## src/hw/dcache_pkg.sv

```systemverilog
`default_nettype none

package dcache_pkg;

    localparam int ADDR_W      = 10;
    localparam int DATA_W      = 32;
    localparam int INDEX_W     = 4;
    localparam int TAG_W       = ADDR_W - INDEX_W;
    localparam int LINES       = 16;
    localparam int WTB_DEPTH   = 4;
    localparam int WTB_PTR_W   = $clog2(WTB_DEPTH);
    localparam int CTRL_ADDR_W = 4;

    // Control register map. Unlisted addresses read zero.
    typedef enum logic [CTRL_ADDR_W-1:0] {
        CTRL_WTB_EMPTY    = 4'd1,
        CTRL_WTB_FULL     = 4'd2,
        CTRL_HITS         = 4'd3,
        CTRL_MISSES       = 4'd4,
        CTRL_READ_HITS    = 4'd5,
        CTRL_READ_MISSES  = 4'd6,
        CTRL_WRITE_HITS   = 4'd7,
        CTRL_WRITE_MISSES = 4'd8,
        CTRL_CNT_RESET    = 4'd9,
        CTRL_INVALIDATE   = 4'd10
    } ctrl_reg_e;

    typedef struct packed {
        logic              ctrl;  // Control register access.
        logic [ADDR_W-1:0] addr;
        logic              we;
        logic [DATA_W-1:0] wdata;
    } fe_req_t;

    typedef struct packed {
        logic              we;
        logic [ADDR_W-1:0] addr;
        logic [DATA_W-1:0] wdata;
    } mem_req_t;

    typedef struct packed {
        logic [ADDR_W-1:0] addr;
        logic [DATA_W-1:0] wdata;
    } wtb_entry_t;

    typedef struct packed {
        logic read_hit;
        logic read_miss;
        logic write_hit;
        logic write_miss;
    } cache_event_t;

endpackage

`default_nettype wire

```

## src/hw/cache_lines.sv

```systemverilog
`timescale 1ns/10ps
`default_nettype none

module cache_lines
    import dcache_pkg::*;
(
    input  logic              clk,
    input  logic              reset,
    input  logic [ADDR_W-1:0] lookup_addr,
    output logic              hit,
    output logic [DATA_W-1:0] line_data,
    input  logic              write_en,
    input  logic [ADDR_W-1:0] write_addr,
    input  logic [DATA_W-1:0] write_data,
    input  logic              invalidate
);

    logic [TAG_W-1:0]   tag_mem  [LINES];
    logic [DATA_W-1:0]  data_mem [LINES];
    logic [LINES-1:0]   valid;

    logic [INDEX_W-1:0] lookup_index;
    logic [TAG_W-1:0]   lookup_tag;
    logic [INDEX_W-1:0] write_index;
    logic [TAG_W-1:0]   write_tag;

    assign lookup_index = lookup_addr[INDEX_W-1:0];
    assign lookup_tag   = lookup_addr[ADDR_W-1:INDEX_W];
    assign write_index  = write_addr[INDEX_W-1:0];
    assign write_tag    = write_addr[ADDR_W-1:INDEX_W];

    // Direct-mapped lookup.
    assign hit       = valid[lookup_index] && (tag_mem[lookup_index] == lookup_tag);
    assign line_data = data_mem[lookup_index];

    always_ff @(posedge clk or posedge reset) begin
        if (reset) begin
            valid <= '0;
        end else if (invalidate) begin
            valid <= '0;  // Drops every line at once.
        end else if (write_en) begin
            valid[write_index] <= 1'b1;
        end
    end

    always_ff @(posedge clk) begin
        if (write_en) begin
            tag_mem[write_index]  <= write_tag;
            data_mem[write_index] <= write_data;
        end
    end

endmodule

`default_nettype wire

```

## src/hw/write_through_buffer.sv

```systemverilog
`timescale 1ns/10ps
`default_nettype none

module write_through_buffer
    import dcache_pkg::*;
(
    input  logic       clk,
    input  logic       reset,
    input  logic       push,
    input  wtb_entry_t push_entry,
    input  logic       pop,
    output wtb_entry_t head,
    output logic       empty,
    output logic       full
);

    wtb_entry_t           entries [WTB_DEPTH];
    logic [WTB_PTR_W-1:0] wr_ptr;
    logic [WTB_PTR_W-1:0] rd_ptr;
    logic [WTB_PTR_W:0]   count;

    assign head  = entries[rd_ptr];
    assign empty = (count == '0);
    assign full  = (count == WTB_DEPTH[WTB_PTR_W:0]);

    always_ff @(posedge clk or posedge reset) begin
        if (reset) begin
            wr_ptr <= '0;
            rd_ptr <= '0;
            count  <= '0;
        end else begin
            if (push) begin
                wr_ptr <= wr_ptr + 1'b1;  // Wraps with the depth.
            end
            if (pop) begin
                rd_ptr <= rd_ptr + 1'b1;
            end
            // Simultaneous push and pop leaves the count as is.
            if (push && !pop) begin
                count <= count + 1'b1;
            end else if (pop && !push) begin
                count <= count - 1'b1;
            end
        end
    end

    always_ff @(posedge clk) begin
        if (push) begin
            entries[wr_ptr] <= push_entry;
        end
    end

endmodule

`default_nettype wire

```

## src/hw/cache_control.sv

```systemverilog
`timescale 1ns/10ps
`default_nettype none

module cache_control
    import dcache_pkg::*;
(
    input  logic              clk,
    input  logic              reset,
    input  logic              ctrl_valid,
    input  ctrl_reg_e         ctrl_addr,
    input  cache_event_t      events,
    input  logic              wtb_empty,
    input  logic              wtb_full,
    output logic [DATA_W-1:0] ctrl_rdata,
    output logic              invalidate
);

    logic [DATA_W-1:0] read_hit_cnt;
    logic [DATA_W-1:0] read_miss_cnt;
    logic [DATA_W-1:0] write_hit_cnt;
    logic [DATA_W-1:0] write_miss_cnt;
    logic              cnt_clear;

    assign cnt_clear = ctrl_valid && (ctrl_addr == CTRL_CNT_RESET);

    always_ff @(posedge clk or posedge reset) begin
        if (reset) begin
            read_hit_cnt   <= '0;
            read_miss_cnt  <= '0;
            write_hit_cnt  <= '0;
            write_miss_cnt <= '0;
            invalidate     <= 1'b0;
        end else begin
            invalidate <= ctrl_valid && (ctrl_addr == CTRL_INVALIDATE);  // One-cycle pulse.
            if (cnt_clear) begin
                read_hit_cnt   <= '0;
                read_miss_cnt  <= '0;
                write_hit_cnt  <= '0;
                write_miss_cnt <= '0;
            end else begin
                // Counters wrap silently.
                if (events.read_hit)   read_hit_cnt   <= read_hit_cnt + 1'b1;
                if (events.read_miss)  read_miss_cnt  <= read_miss_cnt + 1'b1;
                if (events.write_hit)  write_hit_cnt  <= write_hit_cnt + 1'b1;
                if (events.write_miss) write_miss_cnt <= write_miss_cnt + 1'b1;
            end
        end
    end

    // Register read, valid in the cycle after the access.
    always_ff @(posedge clk) begin
        ctrl_rdata <= '0;
        if (ctrl_valid) begin
            case (ctrl_addr)
                CTRL_WTB_EMPTY:    ctrl_rdata <= {{(DATA_W-1){1'b0}}, wtb_empty};
                CTRL_WTB_FULL:     ctrl_rdata <= {{(DATA_W-1){1'b0}}, wtb_full};
                CTRL_HITS:         ctrl_rdata <= read_hit_cnt + write_hit_cnt;
                CTRL_MISSES:       ctrl_rdata <= read_miss_cnt + write_miss_cnt;
                CTRL_READ_HITS:    ctrl_rdata <= read_hit_cnt;
                CTRL_READ_MISSES:  ctrl_rdata <= read_miss_cnt;
                CTRL_WRITE_HITS:   ctrl_rdata <= write_hit_cnt;
                CTRL_WRITE_MISSES: ctrl_rdata <= write_miss_cnt;
                default:           ctrl_rdata <= '0;  // Commands read zero.
            endcase
        end
    end

endmodule

`default_nettype wire

```

## src/hw/dcache_front.sv

```systemverilog
`timescale 1ns/10ps
`default_nettype none

module dcache_front
    import dcache_pkg::*;
(
    input  logic              clk,
    input  logic              reset,
    input  logic              req_valid,
    input  fe_req_t           req,
    output logic [DATA_W-1:0] rdata,
    output logic              ready,
    output logic [ADDR_W-1:0] lookup_addr,
    input  logic              hit,
    input  logic [DATA_W-1:0] line_data,
    output logic              fill_en,
    output logic [ADDR_W-1:0] fill_addr,
    output logic [DATA_W-1:0] fill_data,
    output logic              wtb_push,
    output wtb_entry_t        wtb_entry,
    output logic              wtb_pop,
    input  wtb_entry_t        wtb_head,
    input  logic              wtb_empty,
    input  logic              wtb_full,
    output cache_event_t      events,
    output logic              ctrl_valid,
    output ctrl_reg_e         ctrl_addr,
    input  logic [DATA_W-1:0] ctrl_rdata,
    output logic              mem_valid,
    output mem_req_t          mem_req,
    input  logic              mem_ack,
    input  logic [DATA_W-1:0] mem_rdata
);

    typedef enum logic [2:0] {
        IDLE,
        CTRL_WAIT,
        WRITE_WAIT,
        MISS_DRAIN,
        MISS_FETCH,
        RESPOND
    } state_e;

    state_e            state;
    fe_req_t           req_q;
    logic [DATA_W-1:0] rdata_q;
    logic              mem_busy;     // One request outstanding on the memory port.
    logic              cache_req;
    logic              read_issue;
    logic              drain_issue;

    assign cache_req   = (state == IDLE) && req_valid && !req.ctrl;
    assign lookup_addr = req.addr;
    assign ctrl_valid  = (state == IDLE) && req_valid && req.ctrl;
    assign ctrl_addr   = ctrl_reg_e'(req.addr[CTRL_ADDR_W-1:0]);

    // Write hits update the line at once. Read misses fill on mem_ack.
    always_comb begin
        fill_en   = cache_req && req.we && hit;
        fill_addr = req.addr;
        fill_data = req.wdata;
        if ((state == MISS_FETCH) && mem_ack) begin
            fill_en   = 1'b1;
            fill_addr = req_q.addr;
            fill_data = mem_rdata;
        end
    end

    assign wtb_push = (cache_req && req.we && !wtb_full) || ((state == WRITE_WAIT) && !wtb_full);

    always_comb begin
        wtb_entry.addr  = req.addr;
        wtb_entry.wdata = req.wdata;
        if (state == WRITE_WAIT) begin
            wtb_entry.addr  = req_q.addr;
            wtb_entry.wdata = req_q.wdata;
        end
    end

    // A miss fetch goes out only once every buffered write has landed.
    assign read_issue  = (state == MISS_DRAIN) && wtb_empty && !mem_busy;
    assign drain_issue = !mem_busy && !wtb_empty && (state != MISS_FETCH);
    assign mem_valid   = read_issue || drain_issue;
    assign wtb_pop     = mem_ack && (state != MISS_FETCH);  // Ack of a drain write.

    always_comb begin
        mem_req.we    = 1'b1;
        mem_req.addr  = wtb_head.addr;
        mem_req.wdata = wtb_head.wdata;
        if (read_issue) begin
            mem_req.we    = 1'b0;
            mem_req.addr  = req_q.addr;
            mem_req.wdata = '0;
        end
    end

    assign ready = (state == RESPOND) || (state == CTRL_WAIT);

    always_comb begin
        case (state)
            CTRL_WAIT: rdata = ctrl_rdata;
            RESPOND:   rdata = rdata_q;
            default:   rdata = '0;
        endcase
    end

    always_ff @(posedge clk or posedge reset) begin
        if (reset) begin
            state    <= IDLE;
            mem_busy <= 1'b0;
            events   <= '0;
        end else begin
            events <= '0;
            if (mem_valid) begin
                mem_busy <= 1'b1;
            end else if (mem_ack) begin
                mem_busy <= 1'b0;
            end
            case (state)
                IDLE: begin
                    if (ctrl_valid) begin
                        state <= CTRL_WAIT;
                    end else if (cache_req && req.we) begin
                        events.write_hit  <= hit;
                        events.write_miss <= !hit;
                        state <= wtb_full ? WRITE_WAIT : RESPOND;
                    end else if (cache_req) begin
                        events.read_hit  <= hit;
                        events.read_miss <= !hit;
                        state <= hit ? RESPOND : MISS_DRAIN;
                    end
                end
                WRITE_WAIT: if (!wtb_full) state <= RESPOND;
                MISS_DRAIN: if (read_issue) state <= MISS_FETCH;
                MISS_FETCH: if (mem_ack) state <= RESPOND;
                default:    state <= IDLE;  // CTRL_WAIT and RESPOND last one cycle.
            endcase
        end
    end

    always_ff @(posedge clk) begin
        if ((state == IDLE) && req_valid) begin
            req_q <= req;
        end
        if (cache_req) begin
            rdata_q <= (!req.we && hit) ? line_data : '0;
        end else if ((state == MISS_FETCH) && mem_ack) begin
            rdata_q <= mem_rdata;
        end
    end

endmodule

`default_nettype wire

```

## src/hw/dcache_top.sv

```systemverilog
`timescale 1ns/10ps
`default_nettype none

module dcache_top
    import dcache_pkg::*;
(
    input  logic              clk,
    input  logic              reset,
    input  logic              req_valid,
    input  fe_req_t           req,
    output logic [DATA_W-1:0] rdata,
    output logic              ready,
    output logic              mem_valid,
    output mem_req_t          mem_req,
    input  logic              mem_ack,
    input  logic [DATA_W-1:0] mem_rdata
);

    logic [ADDR_W-1:0] lookup_addr;
    logic              hit;
    logic [DATA_W-1:0] line_data;
    logic              fill_en;
    logic [ADDR_W-1:0] fill_addr;
    logic [DATA_W-1:0] fill_data;
    logic              wtb_push;
    wtb_entry_t        wtb_entry;
    logic              wtb_pop;
    wtb_entry_t        wtb_head;
    logic              wtb_empty;
    logic              wtb_full;
    cache_event_t      events;
    logic              ctrl_valid;
    ctrl_reg_e         ctrl_addr;
    logic [DATA_W-1:0] ctrl_rdata;
    logic              invalidate;

    dcache_front front_i (
        .clk        (clk),
        .reset      (reset),
        .req_valid  (req_valid),
        .req        (req),
        .rdata      (rdata),
        .ready      (ready),
        .lookup_addr(lookup_addr),
        .hit        (hit),
        .line_data  (line_data),
        .fill_en    (fill_en),
        .fill_addr  (fill_addr),
        .fill_data  (fill_data),
        .wtb_push   (wtb_push),
        .wtb_entry  (wtb_entry),
        .wtb_pop    (wtb_pop),
        .wtb_head   (wtb_head),
        .wtb_empty  (wtb_empty),
        .wtb_full   (wtb_full),
        .events     (events),
        .ctrl_valid (ctrl_valid),
        .ctrl_addr  (ctrl_addr),
        .ctrl_rdata (ctrl_rdata),
        .mem_valid  (mem_valid),
        .mem_req    (mem_req),
        .mem_ack    (mem_ack),
        .mem_rdata  (mem_rdata)
    );

    cache_lines lines_i (
        .clk        (clk),
        .reset      (reset),
        .lookup_addr(lookup_addr),
        .hit        (hit),
        .line_data  (line_data),
        .write_en   (fill_en),
        .write_addr (fill_addr),
        .write_data (fill_data),
        .invalidate (invalidate)
    );

    write_through_buffer wtb_i (
        .clk       (clk),
        .reset     (reset),
        .push      (wtb_push),
        .push_entry(wtb_entry),
        .pop       (wtb_pop),
        .head      (wtb_head),
        .empty     (wtb_empty),
        .full      (wtb_full)
    );

    cache_control control_i (
        .clk       (clk),
        .reset     (reset),
        .ctrl_valid(ctrl_valid),
        .ctrl_addr (ctrl_addr),
        .events    (events),
        .wtb_empty (wtb_empty),
        .wtb_full  (wtb_full),
        .ctrl_rdata(ctrl_rdata),
        .invalidate(invalidate)
    );

endmodule

`default_nettype wire

```

## config.mk

```make
export PLATFORM = sky130hd
export DESIGN_NAME = dcache_top
export DESIGN_NICKNAME = d
export VERILOG_FILES = /design/src/hw/dcache_pkg.sv /design/src/hw/cache_lines.sv /design/src/hw/write_through_buffer.sv /design/src/hw/cache_control.sv /design/src/hw/dcache_front.sv /design/src/hw/dcache_top.sv
export SDC_FILE = /design/constraint.sdc
export NUM_CORES = 2
export LEC_CHECK = 0
export ABC_AREA = 1
export BUFFER_PORTS_ARGS = -buffer_cell sky130_fd_sc_hd__buf_2
export CAP_MARGIN = 25
export CELL_PAD_IN_SITES_DETAIL_PLACEMENT = 1
export CELL_PAD_IN_SITES_GLOBAL_PLACEMENT = 2
export CORE_MARGIN = 2
export CORE_UTILIZATION = 29
export DETAILED_ROUTE_END_ITERATION = 12
export PLACE_DENSITY = 0.6
export SLEW_MARGIN = 20
export SYNTH_ARGS = -nofsm -noshare
export SYNTH_HDL_FRONTEND = slang
export SYNTH_SLANG_ARGS = --single-unit
```

## constraint.sdc

```tcl
create_clock -name clk -period 11.3 [get_ports clk]
set_clock_uncertainty 0.15 [all_clocks]
set_input_delay 2.26 -clock clk [delete_from_list [all_inputs] [get_ports clk]]
set_output_delay 2.26 -clock clk [all_outputs]
set_load 0.01 [all_outputs]
```

==> metrics.md <==
| Metric | Value |
|---|---|
| Post-synth top area share | `53.7%` |
| Post-synth EDFFs | `850` |
| Min-Delay Path Class | `flip-flop to flip-flop` |
| Top achievable clock speed | `0.146 GHz` |
| Syn avg cell area | `10.3 um^2` |
| Fillers | `18.1k` |
| CTS Sinks | `1042` |
| Max Cap Violations | `0` |
| Hold buffers post-CTS | `0` |
| Net Switching | `3.88 mW` |
| Via count | `36.3k` |
| Maximum number of pins on one net before global-route repair | `86` |
| Drt wl/cell | `26.9 um` |
| Layout area overhead | `15.6%` |
| Max VDD drop | `162 uV` |
| Combinational share of power | `23.3%` |
| Status | `complete, no violations` |
| Fin crit share | `60.7%` |
| Clk Latency, worst-skew pair | `0.81 ns` |
| P_int | `7.46 mW` |
| Num ports | `157` |
| Post_cts resized | `0` |
| Crit path kind | `flip-flop to primary output` |
| Critical Path AT | `4.45 ns` |
| Top_reg_cell synth | `edfxtp_1` |
| Post-route ant nets | `0` |
| Clock power share | `33.3%` |
| Overall Global Routing Usage | `22.4%` |
| Slew @ Worst Pin | `1.13 ns` |
| Slew HR | `23.9%` |
| Setup Slack @ Placement | `4.17 ns` |
| Max clock buf depth | `3` |
| Minimum clock period | `6.86 ns` |
| Fin Setup TNS | `0 ns` |
| Chip Height | `409 um` |
| #FFs+latches synth | `1042` |
| Crit. End Element | `primary output` |
| Rows | `148` |
| Final setup margin | `4.44 ns` |
| Synth area leader | `edfxtp_1` |
| Core area | `163000 um^2` |
| Commonest cells post-synth | `nand2_1, edfxtp_1, nor2_1, o21ai_0, inv_1` |
| Total power | `11.3 mW` |
| Final Wtd Congestion | `0.887` |
| Most frequent cell after synthesis | `nand2_1` |
| CP Launch Type | `flip-flop` |
| Worst path required time | `8.89 ns` |
| Syn Inst Count | `4608` |
| Yosys warning total | `0` |
| IO buf count | `156` |
| Post-Place Cell Area | `51200 um^2` |
| Yosys cell types | `58` |
| First-pass GRT wire length | `273 mm` |
| Initial antenna violation count | `15` |
| Routed vias/inst | `5.15` |
| H-Tree Depth | `3` |
| Critical path peak fanout | `44` |
| Clock slew at reported path FFs | `0.06 ns` |
| Setup Buffers After CTS | `0` |
| Mapped Area | `47600 um^2` |
| Vias in the first global route | `36.7k` |
| Sw Ratio | `34.2%` |
| PwrDens | `206 nW/um^2` |
| Mapped Nets | `4762` |
| Die ar. | `167000 um^2` |
| Post-detail-place hpwl | `134 mm` |
| Synth area leaders | `edfxtp_1, dfrtp_1, nand2_1, o22ai_1, o21ai_0` |
| Total CTS buffers | `117` |
| Final setup vio count | `0` |
| Sequential share of power | `43.4%` |
| Detailed-route DRC error count | `0` |
| Starting DRC count in detailed routing | `2816` |
| Hold Violations, Final | `0` |
| Final Cell Area | `55000 um^2` |
| Ys async rst share | `15.4%` |
| Final wirelength | `190 mm` |
| Drt first pass iters | `9` |
| RSZ-0062 raised after global routing | `no` |
| Clock Root Buffer | `clkbuf_16` |
| Layout Nets | `4934` |
| Register area share after synthesis | `63.4%` |
| P_leak | `20.7 nW` |
| Initial Util | `29.2%` |
| Layout cells sized above 1 | `10.8%` |
| Max Slew Vio Count | `0` |
| Overflow left after global routing | `0` |
| CTS tree | `built` |
| Die width | `409 um` |
==> area by class of cell <==
cell class                      count  area, um^2  area share [%]
Inverter                          387        1470            2.67
Tap cell                         2175        2720            4.95
Timing Repair Buffer              252        1520            2.76
Multi-Input combinational cell   2980       15400            27.9
Clock inverter                     46         539           0.980
Antenna cell                        4        10.0          0.0182
Clock buffer                      171        3230            5.87
Sequential cell                  1042       30200            54.8
==> worst paths after layout <==
path	start	endpoint	cells past startpoint	slack [ns]
setup / recovery	front_i.state[2]	mem_req[37]	10	4.44
hold / removal	lines_i.valid[4]	lines_i.valid[4]	2	0.38
setup reg to reg	front_i.state[2]	lines_i.data_mem[1][24]	12	5.70
hold reg to reg	lines_i.valid[4]	lines_i.valid[4]	2	0.38
max in group asynchronous	reset	control_i.read_hit_cnt[26]	3	8.16
min in group asynchronous	reset	control_i.read_hit_cnt[2]	2	1.45
==> flip-flops by register name, summed over array words and instances, names as in the netlist <==
name	cells
control_i.invalidate	1
lines_i.tag_mem	96
front_i.req_q	42
wtb_i.wr_ptr	2
wtb_i.count	3
wtb_i.entries	168
wtb_i.rd_ptr	2
lines_i.data_mem	512
control_i.write_hit_cnt	32
control_i.read_miss_cnt	32
control_i.read_hit_cnt	32
control_i.write_miss_cnt	32
control_i.ctrl_rdata	32
front_i.mem_busy	1
front_i.events	4
lines_i.valid	16
front_i.rdata_q	32
front_i.state	3
==> placed cells by master (no fill, tap or decap), types with 32 or more instances in the layout <==
master / netlist / final
nand2_1: 989 / 985
clkbuf_1: 142 / 44
clkbuf_16: 0 / 117
a221oi_1: 34 / 34
nor2_1: 366 / 340
inv_1: 363 / 359
buf_2: 32 / 157
o21ai_0: 365 / 363
dfxtp_1: 32 / 32
o22ai_1: 311 / 311
edfxtp_1: 850 / 850
nand3_1: 203 / 203
dfrtp_1: 160 / 158
o32ai_1: 42 / 42
nand4_1: 124 / 124
nor4_1: 36 / 36
a21oi_1: 174 / 174
buf_4: 7 / 94
ha_1: 71 / 71
nor3_1: 85 / 84
==> power by group through the flow <==
stage / clock network, mW / registers, mW / logic [mW]
6_report: 3.77 / 4.92 / 2.65
5_1_grt: 3.99 / 4.94 / 2.93
4_1_cts: 3.85 / 4.92 / 2.68
3_5_place_dp: 0 / 5.00 / 2.67
3_3_place_gp: 0 / 5.00 / 2.64
2_1_floorplan: 0 / 4.85 / 1.52
==> routing by layer <==
metal / GRT usage, % / routed length (um) / up-vias
met1: 30.7 / 86400 / 18500
met4: 5.45 / 4870 / 12
met3: 2.92 / 7540 / 226
met5: 0 / 76 / -
met2: 37.2 / 91200 / 774
li1: - / - / 16900
==> worst max-delay path: stages, from the launching register on <==
cell     delay [ns]
dfrtp_1        0.36
buf_4          0.26
inv_2          0.55
nand2_1        0.23
nor2_1         0.27
inv_1          0.10
nor3_2         0.59
inv_2          0.57
nand2_1        0.23
nand2_1        0.28
buf_2          0.26
==> metrics by stage <==
step	instances	util (%)	hold WS, ns
2_1_floorplan	4608	-	0.342
3_3_place_gp	6834	31.5	0.359
3_5_place_dp	6836	31.5	0.363
4_1_cts	7053	33.8	0.378
5_1_grt	7054	33.8	0.418
6_report	7057	33.8	0.380
==> cells by family (layout without fill, tap and decap cells) <==
kind of cell	Yosys count	count (layout)	share of synthesized area [%]
mux	1	1	0.0237
buf+inv	586	856	4.78
compound gates	1001	1001	12.3
fa+ha+maj	74	74	1.99
simple gates	1884	1884	17.1
xor+xnor	20	20	0.368
other cells	0	4	0
flops	1042	1042	63.4
No activity file was read; power rests on OpenSTA's default activity.
